File: config.mk
export PLATFORM = sky130hd
export DESIGN_NAME = fog_axis_top
export DESIGN_NICKNAME = d
export VERILOG_FILES = /design/src/hw/fog_pkg.sv /design/src/hw/fog_mod_if.sv /design/src/hw/fog_axis_top.sv /design/src/hw/fog_feedback.sv /design/src/hw/fog_err_demod.sv /design/src/hw/fog_mod_gen.sv
export SDC_FILE = /design/constraint.sdc
export NUM_CORES = 1
export LEC_CHECK = 0
export BUFFER_PORTS_ARGS = -buffer_cell sky130_fd_sc_hd__buf_2
export CAP_MARGIN = 20
export CORE_UTILIZATION = 50
export DETAILED_ROUTE_END_ITERATION = 12
export PLACE_DENSITY_LB_ADDON = 0.25
export SYNTH_ARGS = -nofsm -noshare
export SYNTH_HDL_FRONTEND = slang
export SYNTH_HIERARCHICAL = 1
export SYNTH_SLANG_ARGS = --single-unit
export TNS_END_PERCENT = 5
File: constraint.sdc
create_clock -name CLOCK_DAC -period 27.5 [get_ports CLOCK_DAC]
set_input_delay 0 -clock CLOCK_DAC [delete_from_list [all_inputs] [get_ports CLOCK_DAC]]
set_output_delay 0 -clock CLOCK_DAC [all_outputs]
set_load 0.1 [all_outputs]
File: src/hw/fog_pkg.sv
`default_nettype none

package fog_pkg;

	// Converter and datapath widths
	localparam int ADC_W   = 14;    // Raw ADC bus
	localparam int DAC_W   = 16;    // DAC bus
	localparam int DATA_W  = 32;    // Error, step, offset, ramp
	localparam int CNT_W   = 16;    // Half period and wait count
	localparam int AVG_W   = 3;     // Averaging select for up to 2^7 periods
	localparam int SHIFT_W = 5;     // Gain selects for shifts of 0..31

	// Raw ADC sample in offset binary straight from the converter
	typedef logic [ADC_W-1:0] adc_t;

	// Unsigned DAC word
	typedef logic [DAC_W-1:0] dac_t;

	// Signed loop word
	typedef logic signed [DATA_W-1:0] data_t;

	// Cycle counts
	typedef logic [CNT_W-1:0] cnt_t;

	// Number of averaged periods is 2^avg_sel
	typedef logic [AVG_W-1:0] avg_sel_t;

	// Arithmetic right shift amount
	typedef logic [SHIFT_W-1:0] shift_t;

endpackage

`default_nettype wire
File: src/hw/fog_mod_if.sv
`default_nettype none

// Modulation timing from one generator to two readers
interface fog_mod_if import fog_pkg::*; ();

	logic half_hi;          // High half of the square wave
	logic in_window;        // Past the settling wait
	logic half_last;        // Last cycle of a half
	logic period_start;     // First cycle of a high half
	dac_t mod_level;        // Current modulation amplitude

	modport gen (
		output half_hi,
		output in_window,
		output half_last,
		output period_start,
		output mod_level
	);

	// Demodulator only needs the half and window timing
	modport demod (
		input half_hi,
		input in_window,
		input half_last
	);

	// Feedback steps the ramp per period and adds the level
	modport fb (
		input period_start,
		input mod_level
	);

endinterface

`default_nettype wire

File: src/hw/fog_axis_top.sv
`default_nettype none

module fog_axis_top import fog_pkg::*; #(
	parameter int CNT_W = fog_pkg::CNT_W     // Modulation counter width
) (
	input  logic             CLOCK_DAC,
	input  logic             locked_0,         // PLL lock used as active low reset
	input  adc_t             i_adc,            // Detector ADC bus

	// Modulation
	input  logic [CNT_W-1:0] i_freq_cnt,       // Cycles per half period
	input  dac_t             i_amp_hi,
	input  dac_t             i_amp_lo,

	// Error generation
	input  logic [CNT_W-1:0] i_wait_cnt,       // Settling cycles per half
	input  avg_sel_t         i_avg_sel,
	input  data_t            i_err_offset,
	input  logic             i_polarity,

	// Feedback
	input  logic             i_fb_on,
	input  data_t            i_const_step,
	input  shift_t           i_gain_step,
	input  shift_t           i_gain_ramp,

	output dac_t             o_dac,            // Phase modulator drive
	output logic             o_sync,           // Period trigger
	output data_t            o_err,            // Rate error
	output logic             o_err_valid,
	output data_t            o_step            // Rate readout
);

	// Modulation timing shared by all three blocks
	fog_mod_if mod_if ();

	fog_mod_gen #(
		.CNT_W(CNT_W)
	) fog_mod_gen_inst (
		.CLOCK_DAC  (CLOCK_DAC),
		.locked_0   (locked_0),
		.i_freq_cnt (i_freq_cnt),
		.i_wait_cnt (i_wait_cnt),
		.i_amp_hi   (i_amp_hi),
		.i_amp_lo   (i_amp_lo),
		.m          (mod_if),
		.o_sync     (o_sync)
	);

	fog_err_demod fog_err_demod_inst (
		.CLOCK_DAC    (CLOCK_DAC),
		.locked_0     (locked_0),
		.i_adc        (i_adc),
		.i_avg_sel    (i_avg_sel),
		.i_err_offset (i_err_offset),
		.i_polarity   (i_polarity),
		.m            (mod_if),
		.o_err        (o_err),
		.o_err_valid  (o_err_valid)
	);

	// Error goes straight on to the step register
	fog_feedback fog_feedback_inst (
		.CLOCK_DAC    (CLOCK_DAC),
		.locked_0     (locked_0),
		.i_err        (o_err),
		.i_err_valid  (o_err_valid),
		.i_fb_on      (i_fb_on),
		.i_const_step (i_const_step),
		.i_gain_step  (i_gain_step),
		.i_gain_ramp  (i_gain_ramp),
		.m            (mod_if),
		.o_step       (o_step),
		.o_dac        (o_dac)
	);

endmodule

`default_nettype wire

File: src/hw/fog_feedback.sv
`default_nettype none

module fog_feedback import fog_pkg::*; (
	input  logic  CLOCK_DAC,
	input  logic  locked_0,         // Active low async reset
	input  data_t i_err,            // Demodulated error
	input  logic  i_err_valid,      // New error this cycle
	input  logic  i_fb_on,          // Closed loop when set
	input  data_t i_const_step,     // Open loop step
	input  shift_t i_gain_step,     // Error to step gain, right shift
	input  shift_t i_gain_ramp,     // Ramp to DAC gain, right shift
	fog_mod_if.fb m,
	output data_t o_step,           // Ramp increment per period
	output dac_t  o_dac             // Word to the phase modulator DAC
);

	data_t err_scaled;      // Error after the step gain
	data_t ramp;            // Phase ramp wrapping in DATA_W bits
	data_t ramp_shift;      // Ramp after the DAC gain

	assign err_scaled = i_err >>> i_gain_step;     // Keep the sign
	assign ramp_shift = ramp >>> i_gain_ramp;

	// Step register
	always_ff @(posedge CLOCK_DAC or negedge locked_0) begin
		if (!locked_0) begin
			o_step <= '0;
		end
		else if (i_err_valid) begin
			if (i_fb_on) begin
				o_step <= o_step + err_scaled;     // Integrate the error
			end
			else begin
				o_step <= i_const_step;            // Fixed ramp rate
			end
		end
	end

	// Phase ramp takes one step per modulation period
	always_ff @(posedge CLOCK_DAC or negedge locked_0) begin
		if (!locked_0) begin
			ramp <= '0;
		end
		else if (m.period_start) begin
			ramp <= ramp + o_step;     // Natural wrap is the 2 pi reset
		end
	end

	// DAC word is ramp plus square wave modulo 2^DAC_W
	always_ff @(posedge CLOCK_DAC) begin
		o_dac <= ramp_shift[DAC_W-1:0] + m.mod_level;
	end

endmodule

`default_nettype wire

File: src/hw/fog_err_demod.sv
`default_nettype none

module fog_err_demod import fog_pkg::*; (
	input  logic     CLOCK_DAC,
	input  logic     locked_0,         // Active low async reset
	input  adc_t     i_adc,            // Raw sample, offset binary
	input  avg_sel_t i_avg_sel,        // Average over 2^avg_sel periods
	input  data_t    i_err_offset,     // Removed after averaging
	input  logic     i_polarity,       // Invert the error sign
	fog_mod_if.demod m,
	output data_t    o_err,            // Held between strobes
	output logic     o_err_valid       // One cycle per averaging block
);

	// Period counter wide enough for 2^(2^AVG_W - 1) periods
	localparam int PCNT_W = (1 << AVG_W) - 1;

	logic signed [ADC_W-1:0] sample_s;      // Two's complement sample
	data_t                   sample_ext;
	data_t                   term;          // Signed contribution of this cycle
	data_t                   diff_acc;      // High minus low within the period
	data_t                   diff_next;
	data_t                   avg_sum;       // Sum of closed period differences
	data_t                   sum_next;
	data_t                   sum_shift;
	data_t                   err_offs;
	data_t                   err_next;
	logic [PCNT_W-1:0]       per_cnt;       // Closed periods in this block
	logic [PCNT_W:0]         avg_len;       // Periods per block
	logic                    period_end;
	logic                    avg_done;

	// Offset binary to signed by flipping the MSB
	assign sample_s   = {~i_adc[ADC_W-1], i_adc[ADC_W-2:0]};
	assign sample_ext = {{(DATA_W-ADC_W){sample_s[ADC_W-1]}}, sample_s};

	// Add in the high half, subtract in the low half, skip settling cycles
	always_comb begin
		if (!m.in_window) begin
			term = '0;
		end
		else if (m.half_hi) begin
			term = sample_ext;
		end
		else begin
			term = -sample_ext;
		end
	end

	assign diff_next = diff_acc + term;     // Includes the current cycle
	assign sum_next  = avg_sum + diff_next;

	// A period closes on the last cycle of its low half
	assign period_end = m.half_last && !m.half_hi;

	assign avg_len  = (PCNT_W+1)'(1) << i_avg_sel;
	assign avg_done = period_end && ({1'b0, per_cnt} == (avg_len - (PCNT_W+1)'(1)));

	// Mean over the block, then offset and sign
	assign sum_shift = sum_next >>> i_avg_sel;
	assign err_offs  = sum_shift - i_err_offset;
	assign err_next  = i_polarity ? -err_offs : err_offs;

	always_ff @(posedge CLOCK_DAC or negedge locked_0) begin
		if (!locked_0) begin
			diff_acc    <= '0;
			avg_sum     <= '0;
			per_cnt     <= '0;
			o_err       <= '0;
			o_err_valid <= 1'b0;
		end
		else begin
			o_err_valid <= avg_done;    // Strobe lands one cycle after half_last
			if (period_end) begin
				diff_acc <= '0;         // Fresh period
				if (avg_done) begin
					avg_sum <= '0;
					per_cnt <= '0;
					o_err   <= err_next;
				end
				else begin
					avg_sum <= sum_next;
					per_cnt <= per_cnt + PCNT_W'(1);
				end
			end
			else begin
				diff_acc <= diff_next;
			end
		end
	end

endmodule

`default_nettype wire

File: src/hw/fog_mod_gen.sv
`default_nettype none

module fog_mod_gen import fog_pkg::*; #(
	parameter int CNT_W = fog_pkg::CNT_W     // Counter width of 4 or more
) (
	input  logic             CLOCK_DAC,
	input  logic             locked_0,      // Active low async reset
	input  logic [CNT_W-1:0] i_freq_cnt,    // Cycles per half period
	input  logic [CNT_W-1:0] i_wait_cnt,    // Settling cycles at start of each half
	input  dac_t             i_amp_hi,      // Level of the high half
	input  dac_t             i_amp_lo,      // Level of the low half
	fog_mod_if.gen           m,
	output logic             o_sync         // Period start trigger for the board
);

	logic [CNT_W-1:0] half_cnt;     // Position within the half
	logic             half_hi;      // Which half we are in
	logic             half_last;
	logic             period_start;

	// Wrap point of the half counter
	assign half_last = (half_cnt == (i_freq_cnt - CNT_W'(1)));

	// First cycle of a high half
	assign period_start = half_hi && (half_cnt == '0);

	// Half counter and square wave
	always_ff @(posedge CLOCK_DAC or negedge locked_0) begin
		if (!locked_0) begin
			half_cnt <= '0;
			half_hi  <= 1'b1;       // High half starts right out of reset
		end
		else if (half_last) begin
			half_cnt <= '0;
			half_hi  <= ~half_hi;   // Toggle at each wrap
		end
		else begin
			half_cnt <= half_cnt + CNT_W'(1);
		end
	end

	// Exported trigger one cycle behind the internal period start
	always_ff @(posedge CLOCK_DAC or negedge locked_0) begin
		if (!locked_0) begin
			o_sync <= 1'b0;
		end
		else begin
			o_sync <= period_start;
		end
	end

	assign m.half_hi      = half_hi;
	assign m.half_last    = half_last;
	assign m.period_start = period_start;

	// Samples count only after the optics have settled
	assign m.in_window = (half_cnt >= i_wait_cnt);

	// Square wave amplitude
	assign m.mod_level = half_hi ? i_amp_hi : i_amp_lo;

endmodule

`default_nettype wire

Word-level counts from Yosys, hierarchy flattened:

Cells that the tools add are included.
W data, S select, Z words.

* register bits after elaboration: 202
* output and inout port bits: 82
* word-level logic and storage cells: 47

* $add $sub $neg: 12
* order comparisons: 1
* eq/ne operators: 2
* shifts and indexed selects: 4
* muxes and demuxes: 9
* bitwise gates (word level): 2
* reduce and logical (&&, ||, !) cells: 6

Operators by type and width (count)
* $mux W32: 6
* $add A32 B32 Y32: 4
* $mux W16: 2
* $neg A14 Y32: 1
* $neg A32 Y32: 1
* $sshr A32 B3 Y32: 1
* $sshr A32 B5 Y16: 1
* $sshr A32 B5 Y32: 1
* $sub A32 B32 Y32: 1
* $add A16 B1 Y16 const B: 1
* $add A16 B16 Y16: 1
* $eq A16 B16 Y1: 1
* $ge A16 B16 Y1: 1
* $logic_not A16 Y1: 1
* $sub A16 B1 Y16 const B: 1
* $eq A7 B8 Y1: 1
* $shl A1 B3 Y8 const A: 1
* $sub A8 B1 Y8 const B: 1
* $add A7 B1 Y7 const B: 1
* $mux W7: 1
* $logic_and A1 B1 Y1: 3
* $not A1 Y1: 2
* $reduce_and A2 Y1: 1
* $logic_not A1 Y1: 1

Longest topological paths before layout:

* word-level depth: 10
* gate-level depth with buffers: 49
* mapped depth without buffers: 45

By module:

Netlist, hierarchy kept.

Modules (own cells, without submodules)
* fog_err_demod: instances 1, cells each 1437, area an instance 11289.6 µm²
* fog_feedback: instances 1, cells each 1195, area an instance 9776.9 µm²
* fog_mod_gen: instances 1, cells each 246, area an instance 2154.6 µm²

Least setup slack after synthesis:

Ideal clock, no wire load.

* kind: register -> register
* start: register fog_mod_gen_inst.half_cnt[0]
* end: register fog_err_demod_inst.o_err[31]
* arrival time: 10.112 ns
* data required time: 27.373 ns
* path slack: 17.261 ns
* stages on the path, launching flop included: 48
* path buffers: 3
* period minus slack after synthesis: 10.239 ns
* cell sequence: dfrtp_1 -> clkbuf_1 -> inv_1 -> ha_1 -> nand2b_1 -> a21oi_1 -> o21ai_0 -> a31oi_1 -> o21ai_0 -> a21o_1 -> clkbuf_1 -> and2_1 -> ha_1 -> fa_1 -> a21o_1 -> a21oi_1 -> o21bai_1 -> a21oi_1 -> [... 12 more ...] -> a21o_1 -> a21oi_1 -> xnor3_4 -> mux4_2 -> mux2i_1 -> ha_1 -> clkbuf_1 -> and3_1 -> and2_1 -> nand3_1 -> a211oi_1 -> or2_2 -> a31oi_1 -> or3_1 -> or4_1 -> o41ai_4 -> xnor3_1 -> mux2_4

* cells in the longest elaborated chain, start to end: 8

RTL lines
* start, declared: RTL line fog_mod_gen.sv:16 `logic [CNT_W-1:0] half_cnt;`
* start signal, assigned: RTL line fog_mod_gen.sv:38 `half_cnt <= half_cnt + CNT_W'(1);`
* $ge A16 B16 Y1 (*): RTL line fog_mod_gen.sv:57 `assign m.in_window = (half_cnt >= i_wait_cnt);`
* net mod_if.in_window: RTL line fog_mod_if.sv:7 `logic in_window;`
* $mux W32 (*): RTL line fog_err_demod.sv:39 `if (!m.in_window) begin`
* $add A32 B32 Y32 (*): RTL line fog_err_demod.sv:50 `assign diff_next = diff_acc + term;`
* $add A32 B32 Y32 (*): RTL line fog_err_demod.sv:51 `assign sum_next = avg_sum + diff_next;`
* $sshr A32 B3 Y32 (*): RTL line fog_err_demod.sv:60 `assign sum_shift = sum_next >>> i_avg_sel;`
* $sub A32 B32 Y32 (*): RTL line fog_err_demod.sv:61 `assign err_offs = sum_shift - i_err_offset;`
* $neg A32 Y32: RTL line fog_err_demod.sv:62 `assign err_next = i_polarity ? -err_offs : err_offs;`
* $mux W32 (*): RTL line fog_err_demod.sv:62
* end signal, assigned: RTL line fog_err_demod.sv:79 `o_err <= err_next;`
* end, declared: RTL line fog_err_demod.sv:11 `output data_t o_err,`

The timed path passes the listed nets; every way through them passes the cells marked *.
A chain may end at the register's enable or synchronous reset.

Worst setup path after layout:

Ends and elaborated chain as after synthesis.

==> flow_metrics.env <==
export IMPL_sw_frac_of_total_pct=43.73
export IMPL_rsz0062_at_grt="false"
export IMPL_tightest_slew_ns=1.056
export IMPL_wl_per_cell_um=18.73
export IMPL_cts_resized=0
export IMPL_synth_top_cell_area_share_pct=19.94
export IMPL_p_per_area_nw_per_um2=58.92
export IMPL_worst_setup_path_type="reg -> reg"
export IMPL_final_area_um2=26210
export IMPL_drt_first_pass_iters=6
export IMPL_viasPerCell=6.008
export IMPL_clock_path_buffers=3
export IMPL_grt_usage_pct=28.50
export IMPL_row_count=78
export IMPL_syn_nets=3243
export IMPL_crit_buf_inv=1
export IMPL_synth_area_top_cells="dfrtp_1 (20%), ha_1 (11%), a21oi_1 (5.6%)"
export IMPL_crit_path_end="fog_err_demod_inst/o_err[31]$_DFFE_PN0P_"
export IMPL_seq_area_frac_synth_pct=21.43
export IMPL_ir_worst_vdd_mv=0.04618
export IMPL_cts_tree="done"
export IMPL_synth_distinct_cells=113
export IMPL_cts_hold_fix_buffers=56
export IMPL_drt_initial_drc_count=1673
export IMPL_path_clk_slew_ns=0.06
export IMPL_p_int_w=0.0008689
export IMPL_endpoint_kind="flop"
export IMPL_postRouteAntennaNets=0
export IMPL_place_area_um2=24710
export IMPL_instances_no_fill=3695
export IMPL_final_min_clock_period_ns=11.46
export IMPL_port_buffers=240
export IMPL_vias=22200
export IMPL_clock_skew_ns=0.02223
export IMPL_ys_async_sr_fraction_pct=92.08
export IMPL_worstPathMaxFanout=27
export IMPL_power_frac_comb_pct=54.2
export IMPL_cts_buffers=26
export IMPL_drive_gt1_share_pct=15.06
export IMPL_yosysMostFrequentCell="nand2_1"
export IMPL_synth_edff_count=0
export IMPL_grt_max_degree=110
export IMPL_antenna_found_initial=1
export IMPL_arrival_ns=11.89
export IMPL_clock_latency_ns=0.56
export IMPL_antennaDiodeCount=0
export IMPL_slowest_delay_ns=0.59
export IMPL_crit_path_top_delay_cell="or4_1"
export IMPL_die_area_um2=47310
export IMPL_required_ns=27.93
export IMPL_utilization_pct=57.50
export IMPL_drv_cap=0
export IMPL_maxSlewHeadroom_pct=29.33
export IMPL_htreeDepth=1
export IMPL_p_leak_nw=12.46
export IMPL_synth_cell_area_um2=23220
export IMPL_yosysWarnings=6
export IMPL_syn_inst=2878
export IMPL_final_hold_viol_count=0
export IMPL_ys_ff_latch=202
export IMPL_core_um2=45580
export IMPL_status="complete, no violations"
export IMPL_crit_cells=44
export IMPL_post_route_period_util_pct=41.69
export IMPL_finalMaxSlewViolations=0
export IMPL_root_buffer="clkbuf_16"
export IMPL_place_gp_congestion=0.9418
export IMPL_clkPwrFrac_pct=23.2
export IMPL_path_delay_family="compound AO/OA/AOI/OAI gates"
export IMPL_tns_ns=0
export IMPL_yosys_most_used_dff="dfrtp_1"
export IMPL_crit_path_frequent_cell="a21oi_1"
export IMPL_postCtsSetupRepairBufs=0
export IMPL_setup_violations=0
export IMPL_clkSinkCount=202
export IMPL_synth_top_area_cell="dfrtp_1"
export IMPL_seq_power_share_pct=22.5
export IMPL_post_route_drc_count=0
export IMPL_die_x_um=217.5
export IMPL_syn_area_per_cell_um2=8.068
export IMPL_finalNetCount=3442
export IMPL_grt_overflow_total=0
export IMPL_drt_wl_total_um=69200
export IMPL_ys_top_cells_by_count="nand2_1 (297), a21oi_1 (258), nor2_1 (223)"
export IMPL_crit_path_start="fog_mod_gen_inst/half_cnt[0]$_DFF_PN0_"
export IMPL_r2r_start="fog_mod_gen_inst/half_cnt[0]$_DFF_PN0_"
export IMPL_die_y_um=217.5
export IMPL_r2r_end="fog_err_demod_inst/o_err[31]$_DFFE_PN0P_"
export IMPL_switchingPower_w=0.0006753
export IMPL_r2r_slack_ns=16.04
export IMPL_reg2regPathDepth=44
export IMPL_initial_core_util_pct=50.95
export IMPL_hpwlAfterDp_um=53830
export IMPL_dpl_cell_count=3591
export IMPL_hp_class="in -> reg"
export IMPL_place_ws_ns=16.19
export IMPL_start_kind="flop"
export IMPL_area_growth_pct=12.86
export IMPL_grt_pass1_vias=20906
export IMPL_fmax_ghz=0.08723
export IMPL_grt_first_pass_wirelength_um=110200
export IMPL_setup_ws_ns=16.04
export IMPL_io_pins=241
cell type report:
class | instances | area [um^2]
inverter | 122 | 457.9
sequential | 202 | 4977
clock inverter | 10 | 128.9
clock buffer | 36 | 769.5
fill | 4189 | 19370
multi-input combinational | 2418 | 17240
tap | 600 | 750.7
timing repair buffer | 307 | 1881
worst min path at each step:
| stage | start | end | slack [ns] | cells after the start |
|---|---|---|---|---|
| final | i_amp_lo[9] | fog_feedback_inst/o_dac[9]$_DFF_P_ | 0.03 | 4 |
| after global routing | i_amp_hi[9] | fog_feedback_inst/o_dac[9]$_DFF_P_ | 0.05 | 4 |
| after CTS | i_amp_lo[13] | fog_feedback_inst/o_dac[13]$_DFF_P_ | 0.0005 | 4 |
| after detailed placement | locked_0 | fog_err_demod_inst/o_err[1]$_DFFE_PN0P_ | 0.20 | 1 |
| after global placement | locked_0 | fog_err_demod_inst/o_err[5]$_DFFE_PN0P_ | 0.19 | 1 |
| after floorplan | locked_0 | fog_err_demod_inst/avg_sum[0]$_DFFE_PN0P_ | -0.30 | 0 |
per-stage QoR:
step | total power (W) | hold WS, ns
finish | 0.001544 | 0.02752
detailed placement | 0.001170 | 0.2048
global placement | 0.001159 | 0.1925
floorplan | 0.0009773 | -0.2956
global route | 0.001646 | 0.04624
CTS | 0.001541 | 0.0004574
power groups by stage:
stage | clock, W | sequential [W] | combinational [W]
3_3_place_gp | 0 | 0.000353 | 0.000806
5_1_grt | 0.000376 | 0.000351 | 0.000919
4_1_cts | 0.000366 | 0.000348 | 0.000827
2_1_floorplan | 0 | 0.000386 | 0.000591
6_report | 0.000359 | 0.000348 | 0.000838
3_5_place_dp | 0 | 0.000354 | 0.000816
flip-flops by register name, summed over array words and instances (netlist names), 7 cells and up:
signal and flops:
fog_err_demod_inst/avg_sum 32, fog_err_demod_inst/diff_acc 32, fog_err_demod_inst/o_err 32, fog_feedback_inst/o_step 32
fog_feedback_inst/ramp 32, fog_feedback_inst/o_dac 16, fog_mod_gen_inst/half_cnt 16, fog_err_demod_inst/per_cnt 7
placed cells by master (no fill, tap or decap), drive strengths merged, types with 13 or more instances in the layout:
master	Yosys	final
a21boi	21	21
and2	44	44
nor2b	37	37
o31ai	31	31
mux2i	111	111
nand2b	23	23
xor2	101	101
o21a	22	22
dlygate4sd3	0	56
mux4	33	33
a31oi	26	26
inv	119	119
clkbuf	108	37
mux2	73	73
o211ai	30	30
dfxtp	16	16
buf	28	250
nand3	55	55
xnor2	120	120
nor2	233	233
or2	13	13
nand4	23	23
and3	34	34
or3	28	28
a21o	94	94
o21bai	14	14
a211oi	24	24
a22o	13	13
dfrtp	185	185
a21oi	263	263
o21ai	241	241
nand2	298	298
nor3	40	40
nor4	15	15
ha	200	200
metal layers:
layer / vias up / GRT usage (%) / share of wire [%]
met5: - / 0 / 0
met4: 0 / 7.465 / 2.7
met3: 124 / 2.845 / 4.9
met2: 673 / 48.56 / 47
met1: 10512 / 38.33 / 45
li1: 10891 / - / -
cells by family after synthesis:
kind of cell / count (synthesis) / share of synthesized area (%)
compound gates: 879 / 24.09
mux: 217 / 11.56
flops: 202 / 21.43
fa+ha+maj: 206 / 11.29
xor+xnor: 223 / 8.546
simple gates: 893 / 18.74
buf+inv: 258 / 4.348
worst register-to-register path, delay by kind of cell (launching register included):
family | cells | cell delay (ns)
AOI/OAI and AO/OA | 22 | 4.68
xor gates and xnor gates | 3 | 1.02
adders and majority gates | 5 | 1.49
buffers and inverters | 1 | 0.12
DFF | 1 | 0.54
muxes | 3 | 0.91
and+or+nand+nor | 10 | 2.56
Power figures use the tool's default switching activity.
